===== src/logic/cpu_defs.svh =====
`ifndef CPU_DEFS_SVH
`define CPU_DEFS_SVH

// ------------------------------
// Core sizing
// ------------------------------

// Instructions looked at and issued per cycle.
`define ISSUE_NUM   2

// Instruction queue entries, a power of two so the pointers wrap on their own.
`define QUEUE_DEPTH 8

// Architectural integer registers.
`define REG_NUM     32

`endif


===== src/logic/cpu_pkg.sv =====
`default_nettype none

package cpu_pkg;

	typedef logic [31:0] uint32_t;
	typedef logic [4:0]  reg_addr_t;

	typedef enum logic [2:0] {
		ALU_ADD,
		ALU_SUB,
		ALU_AND,
		ALU_OR,
		ALU_XOR,
		ALU_SLT,
		ALU_LUI,
		ALU_SLL
	} alu_op_t;

	typedef struct packed {
		reg_addr_t rs1;
		reg_addr_t rs2;
		reg_addr_t rd;       // Zero when nothing is written.
		logic      use_imm;
		uint32_t   imm;      // Already extended.
		logic [4:0] shamt;
		alu_op_t   alu_op;
		logic      we;
	} decoded_instr_t;

	// ------------------------------
	// MIPS32 encodings
	// ------------------------------
	localparam logic [5:0] OP_SPECIAL = 6'h00;
	localparam logic [5:0] OP_ADDIU   = 6'h09;
	localparam logic [5:0] OP_ANDI    = 6'h0c;
	localparam logic [5:0] OP_ORI     = 6'h0d;
	localparam logic [5:0] OP_XORI    = 6'h0e;
	localparam logic [5:0] OP_LUI     = 6'h0f;

	// Function field of OP_SPECIAL.
	localparam logic [5:0] FN_SLL     = 6'h00;
	localparam logic [5:0] FN_ADDU    = 6'h21;
	localparam logic [5:0] FN_SUBU    = 6'h23;
	localparam logic [5:0] FN_AND     = 6'h24;
	localparam logic [5:0] FN_OR      = 6'h25;
	localparam logic [5:0] FN_XOR     = 6'h26;
	localparam logic [5:0] FN_SLT     = 6'h2a;

endpackage

`default_nettype wire


===== src/logic/exec_pipe.sv =====
`default_nettype none

`include "cpu_defs.svh"

module exec_pipe import cpu_pkg::*; (
	input  logic                              clk,
	input  logic                              rst_n,
	input  logic           [`ISSUE_NUM-1:0]   iss_valid,
	input  decoded_instr_t [`ISSUE_NUM-1:0]   iss_decoded,
	input  uint32_t        [`ISSUE_NUM-1:0]   iss_reg1,
	input  uint32_t        [`ISSUE_NUM-1:0]   iss_reg2,
	output logic           [`ISSUE_NUM-1:0]   ex_we,
	output reg_addr_t      [`ISSUE_NUM-1:0]   ex_waddr,
	output uint32_t        [`ISSUE_NUM-1:0]   ex_wdata,
	output logic           [`ISSUE_NUM-1:0]   mem_we,
	output reg_addr_t      [`ISSUE_NUM-1:0]   mem_waddr,
	output uint32_t        [`ISSUE_NUM-1:0]   mem_wdata,
	output logic           [`ISSUE_NUM-1:0]   wb_we,
	output reg_addr_t      [`ISSUE_NUM-1:0]   wb_waddr,
	output uint32_t        [`ISSUE_NUM-1:0]   wb_wdata,
	output logic           [`ISSUE_NUM-1:0]   wb_valid
);

alu_op_t [`ISSUE_NUM-1:0]      ex_op;
logic    [`ISSUE_NUM-1:0][4:0] ex_shamt;
uint32_t [`ISSUE_NUM-1:0]      ex_op1;
uint32_t [`ISSUE_NUM-1:0]      ex_op2;

// ------------------------------
// Stage control
// ------------------------------
always_ff @(posedge clk or negedge rst_n) begin
	if (!rst_n) begin
		ex_we  <= '0;
		mem_we <= '0;
		wb_we  <= '0;
	end else begin
		for (int i = 0; i < `ISSUE_NUM; i++) begin
			ex_we[i] <= iss_valid[i] & iss_decoded[i].we;
		end
		mem_we <= ex_we;
		wb_we  <= mem_we;
	end
end

// ------------------------------
// Stage payload
// ------------------------------
always_ff @(posedge clk) begin
	for (int i = 0; i < `ISSUE_NUM; i++) begin
		ex_waddr[i] <= iss_decoded[i].rd;
		ex_op[i]    <= iss_decoded[i].alu_op;
		ex_shamt[i] <= iss_decoded[i].shamt;
		ex_op1[i]   <= iss_reg1[i];
		ex_op2[i]   <= iss_decoded[i].use_imm ? iss_decoded[i].imm : iss_reg2[i];
	end
	mem_waddr <= ex_waddr;
	mem_wdata <= ex_wdata;
	wb_waddr  <= mem_waddr;
	wb_wdata  <= mem_wdata;
end

always_comb begin
	for (int i = 0; i < `ISSUE_NUM; i++) begin
		case (ex_op[i])
			ALU_ADD: ex_wdata[i] = ex_op1[i] + ex_op2[i];
			ALU_SUB: ex_wdata[i] = ex_op1[i] - ex_op2[i];
			ALU_AND: ex_wdata[i] = ex_op1[i] & ex_op2[i];
			ALU_OR:  ex_wdata[i] = ex_op1[i] | ex_op2[i];
			ALU_XOR: ex_wdata[i] = ex_op1[i] ^ ex_op2[i];
			ALU_SLT: ex_wdata[i] = {31'b0, $signed(ex_op1[i]) < $signed(ex_op2[i])};
			ALU_LUI: ex_wdata[i] = ex_op2[i]; // Immediate comes pre-shifted.
			ALU_SLL: ex_wdata[i] = ex_op2[i] << ex_shamt[i];
			default: ex_wdata[i] = '0;
		endcase
	end
end

assign wb_valid = wb_we; // Only writing instructions are reported at retire.

endmodule

`default_nettype wire


===== config.mk =====
export PLATFORM = sky130hd
export DESIGN_NAME = exec_pipe
export DESIGN_NICKNAME = d
export VERILOG_FILES = /design/src/logic/cpu_pkg.sv /design/src/logic/exec_pipe.sv
export VERILOG_INCLUDE_DIRS = /design/src /design/src/logic
export SDC_FILE = /design/constraint.sdc
export NUM_CORES = 1
export LEC_CHECK = 0
export ABC_AREA = 0
export BUFFER_PORTS_ARGS = -buffer_cell sky130_fd_sc_hd__clkbuf_2
export CORE_ASPECT_RATIO = 0.75
export CORE_MARGIN = 1.5
export CORE_UTILIZATION = 45
export CTS_CLUSTER_SIZE = 8
export DETAILED_ROUTE_END_ITERATION = 8
export PLACE_DENSITY = 0.67
export SLEW_MARGIN = 25
export SYNTH_ARGS = -nofsm -noshare
export SYNTH_HDL_FRONTEND = slang
export SYNTH_SLANG_ARGS = --single-unit

===== constraint.sdc =====
create_clock -name clk -period 7.7 [get_ports clk]
set_clock_uncertainty 0.15 [all_clocks]
set_input_delay 0.77 -clock clk [delete_from_list [all_inputs] [get_ports clk]]
set_output_delay 0.77 -clock clk [all_outputs]
set_load 0.01 [all_outputs]

==> metrics.md <==
| Metric | Value |
|---|---|
| Syn Nets | 2,942 |
| Critical Path Most Common Cell | inv_1 |
| Die Wd | 252.5 µm |
| Slew Limit Fails | 0 |
| Max cap viols | 0 |
| Mux share of post-synthesis cell area | 12.18% |
| Post-CTS Resized | 0 |
| Slowest stage delay, CP | 0.78 ns |
| Post-synth EDFFs | 0 |
| P_leak | 11.48 nW |
| DR iter-0 viols | 3,338 |
| Worst-skew pair later-pin latency | 0.58 ns |
| First-pass GRT wire length | 131.2 mm |
| CP Data Required Time | 6.78 ns |
| Register area share after synthesis | 29.49% |
| Overall Power | 0.005484 W |
| Mean area per synthesized cell | 8.404 µm² |
| Synth cell types | 87 |
| Drt drc | 0 |
| # nets final | 3,330 |
| Ys Warns | 0 |
| DIE AREA | 48,010 µm² |
| Fin. Hold Viols | 0 |
| Via density | 6.231 |
| Hold_buf cts | 1 |
| Clock root buffer | clkbuf_16 |
| Routed WL | 91.40 mm |
| Clk slew on worst S/H paths | 0.06 ns |
| # setup viols final | 0 |
| Class of the worst hold path | input pin to flop |
| CP Launch Type | flop |
| Critical Path AT | 5.41 ns |
| Crit Path Category | flop to primary output |
| Max Fclk | 157.9 MHz |
| Post-synthesis xor/xnor area fraction | 0.2084% |
| Die span in y | 190.1 µm |
| Total CTS buffers | 44 |
| DP HPWL | 72.09 mm |
| Via count | 21,975 |
| Reg2Reg Setup Slack | 2.79 ns |
| Share of layout cells above drive strength 1 | 25.04% |
| Power per cell area | 219.7 nW/µm² |
| GRT overflow | 0 |
| Cell area after synthesis | 21,010 µm² |
| GP Congestion | 1.004 |
| Crit path max-delay cell type | a2111oi_0 |
| Pin count of the biggest net entering global routing | 51 |
| Number of port buffers | 455 |
| Fillers | 4,314 |
| RSZ-0062 raised after global routing | no |
| Reg area | 6200 µm² |
| FP Rows | 68 |
| Layout area overhead | 18.82% |
| ANT nets after route | 0 |
| Top Family by Delay on Critical Path | compound AO/OA/AOI/OAI gates |
| Outcome | finished clean |
| Cell Chain, Critical Path | inv_1 -> ha_1 -> inv_1 -> nor2_1 -> a2111oi_0 -> nand2_1 -> a21oi_1 -> o41ai_4 -> o21bai_1 -> a221oi_1 -> o21ai_0 -> clkbuf_2 |
| Multi-input gate area | 13,330 µm² |
| Yosys reg bits | 308 |
| Num ports | 476 |
| Simple-gate area share of the yosys netlist | 12.95% |
| WL/cell | 25.91 µm |
| Compound-Gate Fraction of Synth Area | 26.04% |
| Synth async-reset ratio | 1.948% |
| Worst-path fanout max | 8 |
| Number of global-route vias before repair | 19,854 |
| Max Buffers Root-to-Sink | 3 |
| CP Capture Type | primary output |
| GRT Util Overall | 36.71% |
| Initial antenna violation count | 6 |
| Min Tclk post-route | 6.334 ns |
| Cells after synthesis | 2,500 |
| Most frequent cells in the layout | clkbuf_2 (455), dfxtp_1 (299), inv_1 (218), a21oi_1 (200), nor2_1 (197) |
| Primary FF master, synth | dfxtp_1 |
| Slew HR | 22.97% |
| Worst-Margin Slew | 1.156 ns |
| Core area | 46,030 µm² |
| Peak supply drop | 0.1816 mV |
| Pre-antenna DRT Iters | 5 |
| Commonest non-fill, non-tap cell in the layout | clkbuf_2 |
| Post-CTS Setup Repair Bufs | 0 |
| # H-tree levels | 2 |
| Initial Util | 45.65% |
| TritonCTS Sinks | 308 |
| TritonCTS clock tree | yes |
| Fin crit share | 82.26% |
| Area share of fa/ha/maj cells after synthesis | 11.91% |
| Critical path buffers and inverters | 3 |
| Setup TNS | 0 ns |
| Largest family of logic cells by synthesized area | compound AO/OA/AOI/OAI gates |
[state kept, by name, summed over array words and instances (netlist names), 6 cells and up]
register	flops
ex_op1	64
ex_op2	64
mem_wdata	64
wb_wdata	64
ex_shamt	10
ex_waddr	10
mem_waddr	10
wb_waddr	10
ex_op	6
[cell families (layout without fill, tap and decap cells)]
group | count (synthesis) | after routing
adder cells (fa/ha/maj) | 198 | 198
other | 0 | 2
buffers and inverters | 381 | 776
multiplexers | 197 | 197
flip-flops | 308 | 308
XOR/XNOR | 5 | 5
AND/OR/NAND/NOR | 595 | 595
AO/OA/AOI/OAI | 816 | 816
[metal layers]
layer / GRT usage (%) / vias to the layer above / routed length, µm / share of wire (%)
li1: - / 9866 / - / -
met1: 57.84 / 10544 / 42890 / 47
met2: 45.21 / 1462 / 33260 / 36
met3: 14.75 / 101 / 14120 / 15
met4: 6.380 / 2 / 1115 / 1.2
met5: 0 / - / 13 / 0.014
[synthesized netlist by cell type (36+ instances only)]
library cell	instances	area, µm²
dfxtp_1	302	6046
inv_1	218	818.3
a21oi_1	200	1001
nor2_1	198	743.2
ha_1	192	2402
nand2_1	185	694.4
o21ai_0	171	855.8
clkbuf_1	110	412.9
mux2_2	101	1137
mux2i_1	58	580.6
o211ai_1	50	375.4
a22oi_1	40	300.3
nor3_1	37	185.2
a221oi_1	36	315.3
mux4_2	36	810.8
[path summary, 6_finish.rpt]
check / start / end / cells after the start
max in group asynchronous: rst_n / ex_we[1] / 2
setup reg to reg: ex_op2[36] / mem_wdata[59] / 11
hold / removal: iss_decoded[8] / ex_shamt[4] / 1
min in group asynchronous: rst_n / ex_we[0] / 2
hold reg to reg: mem_wdata[63] / wb_wdata[63] / 0
setup / recovery: ex_op2[36] / ex_wdata[59] / 12
[area by class of cell]
type | count | share of cell area [%]
well taps | 630 | 3.158
clock buffers | 50 | 4.541
repair buffers | 501 | 10.52
multi-input cells | 1811 | 53.40
flip-flops and latches | 308 | 24.83
inverters | 222 | 3.338
clock inverters | 3 | 0.1955
diodes | 2 | 0.02005
[through the flow]
step / util, % / hold slack [ns] / setup WS (ns) / cells / area (µm²)
CTS: 54.22 / 0.1219 / 1.568 / 3525 / 24960
detailed placement: 51.63 / 0.1843 / 2.198 / 3471 / 23770
floorplan: - / 0.2317 / 3.843 / 2500 / 21010
global route: 54.22 / 0.1303 / 1.063 / 3525 / 24960
finish: 54.24 / 0.1454 / 1.366 / 3527 / 24960
global placement: 51.63 / 0.1822 / 2.197 / 3471 / 23770
[power breakdown]
group	internal, W	leakage [nW]	switching (W)	total, W
registers	0.00180	2.62	0.000157	0.00195
clock network	0.00102	0.576	0.000689	0.00171
logic	0.000658	8.28	0.00116	0.00182
total	0.00348	11.5	0.00201	0.00548
No activity file was read; power rests on OpenSTA's default activity.
