[src/logic/cpu_defs.svh]
`ifndef CPU_DEFS_SVH
`define CPU_DEFS_SVH

// ------------------------------
// Core sizing
// ------------------------------

// Instructions looked at and issued per cycle.
`define ISSUE_NUM   2

// Instruction queue entries, a power of two so the pointers wrap on their own.
`define QUEUE_DEPTH 8

// Architectural integer registers.
`define REG_NUM     32

`endif

[src/logic/cpu_pkg.sv]
`default_nettype none

package cpu_pkg;

	typedef logic [31:0] uint32_t;
	typedef logic [4:0]  reg_addr_t;

	typedef enum logic [2:0] {
		ALU_ADD,
		ALU_SUB,
		ALU_AND,
		ALU_OR,
		ALU_XOR,
		ALU_SLT,
		ALU_LUI,
		ALU_SLL
	} alu_op_t;

	typedef struct packed {
		reg_addr_t rs1;
		reg_addr_t rs2;
		reg_addr_t rd;       // Zero when nothing is written.
		logic      use_imm;
		uint32_t   imm;      // Already extended.
		logic [4:0] shamt;
		alu_op_t   alu_op;
		logic      we;
	} decoded_instr_t;

	// ------------------------------
	// MIPS32 encodings
	// ------------------------------
	localparam logic [5:0] OP_SPECIAL = 6'h00;
	localparam logic [5:0] OP_ADDIU   = 6'h09;
	localparam logic [5:0] OP_ANDI    = 6'h0c;
	localparam logic [5:0] OP_ORI     = 6'h0d;
	localparam logic [5:0] OP_XORI    = 6'h0e;
	localparam logic [5:0] OP_LUI     = 6'h0f;

	// Function field of OP_SPECIAL.
	localparam logic [5:0] FN_SLL     = 6'h00;
	localparam logic [5:0] FN_ADDU    = 6'h21;
	localparam logic [5:0] FN_SUBU    = 6'h23;
	localparam logic [5:0] FN_AND     = 6'h24;
	localparam logic [5:0] FN_OR      = 6'h25;
	localparam logic [5:0] FN_XOR     = 6'h26;
	localparam logic [5:0] FN_SLT     = 6'h2a;

endpackage

`default_nettype wire

[src/logic/instr_queue.sv]
`default_nettype none

`include "cpu_defs.svh"

module instr_queue import cpu_pkg::*; (
	input  logic                                clk,
	input  logic                                rst_n,
	input  logic                                push,
	input  uint32_t                             push_instr,
	output logic                                ready,
	input  logic [$clog2(`ISSUE_NUM+1)-1:0]     pop_num,
	output logic    [`ISSUE_NUM-1:0]            head_valid,
	output uint32_t [`ISSUE_NUM-1:0]            head_instr
);

localparam int PTR_W = $clog2(`QUEUE_DEPTH);
localparam int CNT_W = PTR_W + 1;

uint32_t          mem [`QUEUE_DEPTH];
logic [PTR_W-1:0] rptr;
logic [PTR_W-1:0] wptr;
logic [CNT_W-1:0] count;
logic             push_ok;

assign ready   = (count != CNT_W'(`QUEUE_DEPTH));
assign push_ok = push & ready; // A push while full is dropped.

always_ff @(posedge clk) begin
	if (push_ok) begin
		mem[wptr] <= push_instr;
	end
end

always_ff @(posedge clk or negedge rst_n) begin
	if (!rst_n) begin
		rptr  <= '0;
		wptr  <= '0;
		count <= '0;
	end else begin
		if (push_ok) begin
			wptr <= wptr + 1'b1;
		end
		rptr  <= rptr + PTR_W'(pop_num); // Issue never pops more than is valid.
		count <= count + CNT_W'(push_ok) - CNT_W'(pop_num);
	end
end

// ------------------------------
// Oldest entries, slot 0 first
// ------------------------------
for (genvar i = 0; i < `ISSUE_NUM; ++i) begin : gen_head
	assign head_valid[i] = (count > CNT_W'(i));
	assign head_instr[i] = mem[rptr + PTR_W'(i)];
end

endmodule

`default_nettype wire

[config.mk]
export PLATFORM = sky130hd
export DESIGN_NAME = instr_queue
export DESIGN_NICKNAME = d
export VERILOG_FILES = /design/src/logic/cpu_pkg.sv /design/src/logic/instr_queue.sv
export VERILOG_INCLUDE_DIRS = /design/src /design/src/logic
export SDC_FILE = /design/constraint.sdc
export NUM_CORES = 1
export LEC_CHECK = 0
export ABC_AREA = 1
export BUFFER_PORTS_ARGS = -buffer_cell sky130_fd_sc_hd__buf_2
export CAP_MARGIN = 20
export CORE_UTILIZATION = 25
export CTS_BUF_LIST = sky130_fd_sc_hd__clkbuf_16
export DETAILED_ROUTE_END_ITERATION = 6
export PLACE_DENSITY = 0.43
export SYNTH_ARGS = -nofsm -noshare
export SYNTH_HDL_FRONTEND = slang
export SYNTH_SLANG_ARGS = --single-unit
[constraint.sdc]
create_clock -name clk -period 5.65 [get_ports clk]
set_input_delay 0.2825 -clock clk [delete_from_list [all_inputs] [get_ports clk]]
set_output_delay 0.2825 -clock clk [all_outputs]
set_load 0.01 [all_outputs]
==> run_summary.xml <==
<?xml version="1.0" encoding="UTF-8"?>
<metrics>
  <group name="sta">
    <metric name="final_worst_path_period_need" unit="ns">3.768</metric>
    <metric name="hold_viol" unit="">0</metric>
    <metric name="tightestPinTransition" unit="ns">1.009</metric>
    <metric name="timing.max_slew.rel_slack" unit="">0.3261</metric>
    <metric name="setup-violations-final" unit="">0</metric>
    <metric name="grt_setup_unrepaired" unit="">no</metric>
    <metric name="final_setup_tns" unit="ns">0</metric>
    <metric name="timing.clock.skew" unit="ns">0.01928</metric>
    <metric name="finalMaxSlewViolations" unit="">0</metric>
    <metric name="final.period_utilization" unit="">0.6668</metric>
    <metric name="worst_slack" unit="ns">1.882</metric>
    <metric name="max_clock_freq" unit="MHz">265.4</metric>
    <metric name="hold_ws" unit="ns">0.03411</metric>
  </group>
  <group name="power_and_ir_drop">
    <metric name="share_comb_of_total_power" unit="">0.524</metric>
    <metric name="max-vdd-ir-drop" unit="mV">0.5831</metric>
    <metric name="switching_share" unit="">0.4686</metric>
    <metric name="share_seq_of_total_power" unit="">0.259</metric>
    <metric name="power.switching" unit="W">0.004893</metric>
    <metric name="power.leakage" unit="nW">7.955</metric>
    <metric name="power.internal" unit="W">0.005547</metric>
    <metric name="pwr-share-clk" unit="">0.217</metric>
    <metric name="power_per_cell_area" unit="nW/µm²">626.1</metric>
  </group>
  <group name="placement">
    <metric name="numPortBuffers" unit="">103</metric>
    <metric name="globalplace.congestion" unit="">0.7330</metric>
    <metric name="pre_cts_ws" unit="ns">2.311</metric>
    <metric name="post_detail_place_hpwl" unit="µm">23660</metric>
    <metric name="placed_cell_area" unit="µm²">15420</metric>
  </group>
  <group name="global_route">
    <metric name="pin_count_of_the_biggest_net_entering_global_routing" unit="">205</metric>
    <metric name="grt_antenna_before_repair" unit="">4</metric>
    <metric name="number_of_global_route_vias_before_repair" unit="">11080</metric>
    <metric name="gr-total-overflow" unit="">0</metric>
    <metric name="groute.usage.overall" unit="">0.1450</metric>
    <metric name="grt_pass1_wl" unit="µm">64870</metric>
  </group>
  <group name="cells_and_area">
    <metric name="finish.utilization" unit="">0.2946</metric>
    <metric name="fin_nets" unit="">1893</metric>
    <metric name="area.growth.synth_to_final" unit="%">15.86</metric>
    <metric name="post_layout_instance_area" unit="µm²">16670</metric>
    <metric name="layout-drive-gt1-share" unit="">0.1001</metric>
    <metric name="num-fill-cells" unit="">5975</metric>
  </group>
  <group name="yosys">
    <metric name="synthesis.area" unit="µm²">14390</metric>
    <metric name="synth_seq_area_share" unit="">0.5516</metric>
    <metric name="mappedNetlistNets" unit="">1824</metric>
    <metric name="synth.avg_cell_area" unit="µm²">8.112</metric>
    <metric name="yosys.cell_types.count" unit="">21</metric>
    <metric name="synth_cells" unit="">1774</metric>
    <metric name="synth_seq_cells" unit="">266</metric>
    <metric name="yosys_warnings" unit="">0</metric>
  </group>
  <group name="clock_network">
    <metric name="worst_skew_late_latency" unit="ns">0.54</metric>
    <metric name="cts.htree.levels" unit="">2</metric>
    <metric name="cts_setup_buffers" unit="">0</metric>
    <metric name="cts_buffer_depth" unit="">3</metric>
    <metric name="worst_setup_hold_path_clk_slew" unit="ns">0.05</metric>
    <metric name="cts-root-buf" unit="">sky130_fd_sc_hd__clkbuf_16</metric>
    <metric name="cts_tree" unit="">done</metric>
    <metric name="clock_sink_count" unit="">266</metric>
    <metric name="cts_buffers" unit="">35</metric>
  </group>
  <group name="setup_path">
    <metric name="path_common_cell" unit="">sky130_fd_sc_hd__nand2_1</metric>
    <metric name="timing.critical_path.buf_inv" unit="">3</metric>
    <metric name="required_time_reported_for_the_critical_path_endpoint" unit="ns">5.37</metric>
    <metric name="critPathCaptureType" unit="">output port</metric>
    <metric name="critPathArrivalTime" unit="ns">3.49</metric>
    <metric name="path_max_fanout" unit="">58</metric>
    <metric name="critical-path-slowest-cell" unit="">sky130_fd_sc_hd__dfrtp_2</metric>
    <metric name="worstPathCellList" unit="">ha_2 -&gt; clkinv_2 -&gt; buf_4 -&gt; nand3_1 -&gt; nand2_1 -&gt; nand2_1 -&gt; nand2_1 -&gt; buf_2</metric>
    <metric name="timing.setup.critical_path_class" unit="">register to output port</metric>
    <metric name="critical_path.max_stage_delay" unit="ns">0.96</metric>
    <metric name="worst_setup_path_start_kind" unit="">register</metric>
    <metric name="cpLargestDelayFamily" unit="">buffers and inverters</metric>
  </group>
  <group name="die">
    <metric name="core_area" unit="µm²">56600</metric>
    <metric name="die_area" unit="µm²">58530</metric>
    <metric name="die_height" unit="µm">241.9</metric>
    <metric name="design.portCount" unit="">104</metric>
    <metric name="dieWidth" unit="µm">241.9</metric>
    <metric name="core.rowCount" unit="">87</metric>
    <metric name="initial_core_util" unit="">0.2542</metric>
  </group>
  <group name="route">
    <metric name="postRouteAntennaNets" unit="">0</metric>
    <metric name="wire_per_inst" unit="µm">16.11</metric>
    <metric name="via_count" unit="">11420</metric>
    <metric name="firstDrtPassIters" unit="">5</metric>
    <metric name="avgViaCountPerCell" unit="">4.348</metric>
    <metric name="detailedRoute.firstIterationViolations" unit="">568</metric>
    <metric name="remaining_drc_errors" unit="">0</metric>
    <metric name="postRouteWirelength" unit="µm">42310</metric>
  </group>
  <group name="worst_hold_path">
    <metric name="min_path_type" unit="">input port to register</metric>
  </group>
  <group name="status">
    <metric name="run_status" unit="">finished clean</metric>
  </group>
  <group name="flow_run">
    <metric name="timing.max_cap.violations" unit="">0</metric>
  </group>
</metrics>
[cell usage after synthesis]
cell	number	area, µm²
sky130_fd_sc_hd__nor2_1	9	33.78
sky130_fd_sc_hd__buf_2	44	220.2
sky130_fd_sc_hd__fa_1	2	40.04
sky130_fd_sc_hd__nand3_1	257	1286
sky130_fd_sc_hd__clkbuf_1	7	26.28
sky130_fd_sc_hd__ha_1	11	137.6
sky130_fd_sc_hd__a21o_1	1	7.510
sky130_fd_sc_hd__inv_4	1	6.260
sky130_fd_sc_hd__o21ai_0	2	10.01
sky130_fd_sc_hd__xnor2_1	3	26.28
sky130_fd_sc_hd__inv_2	2	7.510
sky130_fd_sc_hd__nand2_1	846	3176
sky130_fd_sc_hd__dfrtp_1	10	250.2
sky130_fd_sc_hd__xor2_1	1	8.760
sky130_fd_sc_hd__xnor2_4	1	27.53
sky130_fd_sc_hd__buf_4	12	90.09
sky130_fd_sc_hd__a21oi_1	2	10.01
sky130_fd_sc_hd__edfxtp_1	256	7687
sky130_fd_sc_hd__buf_1	9	33.78
sky130_fd_sc_hd__inv_1	273	1025
sky130_fd_sc_hd__buf_6	25	281.5
[cell type report]
cell class / count / area [µm²] / share of cell area
diodes: 1 / 2.502 / 0.0001501
clock buffers: 37 / 925.9 / 0.05553
clock inverters: 26 / 244.0 / 0.01463
inverters: 276 / 1042 / 0.06251
multi-input cells: 1135 / 4826 / 0.2894
flip-flops and latches: 266 / 7944 / 0.4764
well taps: 756 / 945.9 / 0.05673
repair buffers: 129 / 743.2 / 0.04457
[flip-flops by register name, summed over array words and instances, names as in the netlist]
| signal | flops |
|---|---|
| mem | 256 |
| count | 4 |
| rptr | 3 |
| wptr | 3 |
[per-stage QoR]
step                      power [W]  std cells
after floorplan            0.006436       1774
after global placement     0.008342       2554
after detailed placement   0.008371       2554
after CTS                   0.01068       2625
after global routing        0.01131       2625
final                       0.01044       2626
[layer usage]
| metal | global-route usage | vias up | share of wire |
|---|---|---|---|
| met5 | 0 | - | 0.00031 |
| li1 | - | 5664 | - |
| met1 | 0.1852 | 5404 | 0.45 |
| met3 | 0.02315 | 72 | 0.044 |
| met4 | 0.05249 | 2 | 0.026 |
| met2 | 0.2465 | 277 | 0.48 |
[worst reg2reg max path, cell delays in order, from the launching register on]
cell	delay, ns
sky130_fd_sc_hd__dfrtp_2	0.96
sky130_fd_sc_hd__inv_2	0.51
sky130_fd_sc_hd__buf_4	0.52
sky130_fd_sc_hd__fa_1	0.55
sky130_fd_sc_hd__xnor2_1	0.13
[path summary, 6_finish.rpt]
check                      slack [ns]              to        from  depth (start not counted)
setup / recovery                 1.88  head_instr[41]     rptr[1]                          8
hold / removal                   0.03         rptr[0]  pop_num[0]                          2
setup reg to reg                 2.84         rptr[2]     rptr[1]                          4
hold reg to reg                  0.54         wptr[0]     wptr[0]                          2
max in group asynchronous        5.27         rptr[0]       rst_n                          2
min in group asynchronous        0.15        count[3]       rst_n                          2
[kinds of logic after synthesis]
kind of cell             Yosys count  share of synthesized area
adder cells (fa/ha/maj)           13                    0.01235
AND/OR/NAND/NOR                 1112                     0.3124
AO/OA/AOI/OAI                      5                   0.001913
buffers and inverters            373                     0.1175
XOR/XNOR                           5                   0.004348
flip-flops                       266                     0.5516
[power by group through the flow]
stage	registers (W)	clock network, W	logic [W]
after floorplan	0.00258	0	0.00386
after global placement	0.00274	0	0.00560
after detailed placement	0.00275	0	0.00562
after CTS	0.00271	0.00234	0.00564
after global routing	0.00274	0.00241	0.00617
final	0.00270	0.00227	0.00547
[timing repair]
action,4_1_cts,5_1_grt
hold buffers,8,0
gates resized for setup,0,0
endpoints found under the hold margin,46,0
[layout by cell type, fill, tap and decap left out]
cell | Yosys | final
sky130_fd_sc_hd__diode_2 | 0 | 1
sky130_fd_sc_hd__clkinv_2 | 0 | 6
sky130_fd_sc_hd__fa_1 | 2 | 2
sky130_fd_sc_hd__ha_2 | 0 | 1
sky130_fd_sc_hd__a21o_1 | 1 | 1
sky130_fd_sc_hd__dlygate4sd3_1 | 0 | 8
sky130_fd_sc_hd__dfrtp_1 | 10 | 7
sky130_fd_sc_hd__clkbuf_16 | 0 | 37
sky130_fd_sc_hd__a21oi_1 | 2 | 2
sky130_fd_sc_hd__nor2_1 | 9 | 1
sky130_fd_sc_hd__bufinv_16 | 0 | 5
sky130_fd_sc_hd__clkinvlp_4 | 0 | 1
sky130_fd_sc_hd__buf_2 | 44 | 103
sky130_fd_sc_hd__dfrtp_4 | 0 | 1
sky130_fd_sc_hd__nand2_1 | 846 | 846
sky130_fd_sc_hd__xnor2_4 | 1 | 1
sky130_fd_sc_hd__buf_4 | 12 | 17
sky130_fd_sc_hd__clkinv_4 | 0 | 1
sky130_fd_sc_hd__edfxtp_1 | 256 | 256
sky130_fd_sc_hd__o21ai_0 | 2 | 2
sky130_fd_sc_hd__dfrtp_2 | 0 | 2
sky130_fd_sc_hd__inv_6 | 0 | 1
sky130_fd_sc_hd__buf_12 | 0 | 1
sky130_fd_sc_hd__nand3_1 | 257 | 257
sky130_fd_sc_hd__ha_1 | 11 | 10
sky130_fd_sc_hd__clkinv_1 | 0 | 7
sky130_fd_sc_hd__xnor2_1 | 3 | 3
sky130_fd_sc_hd__inv_2 | 2 | 2
sky130_fd_sc_hd__xor2_1 | 1 | 1
sky130_fd_sc_hd__nor2_4 | 0 | 8
sky130_fd_sc_hd__inv_1 | 273 | 279
Power figures use the tool's default switching activity.
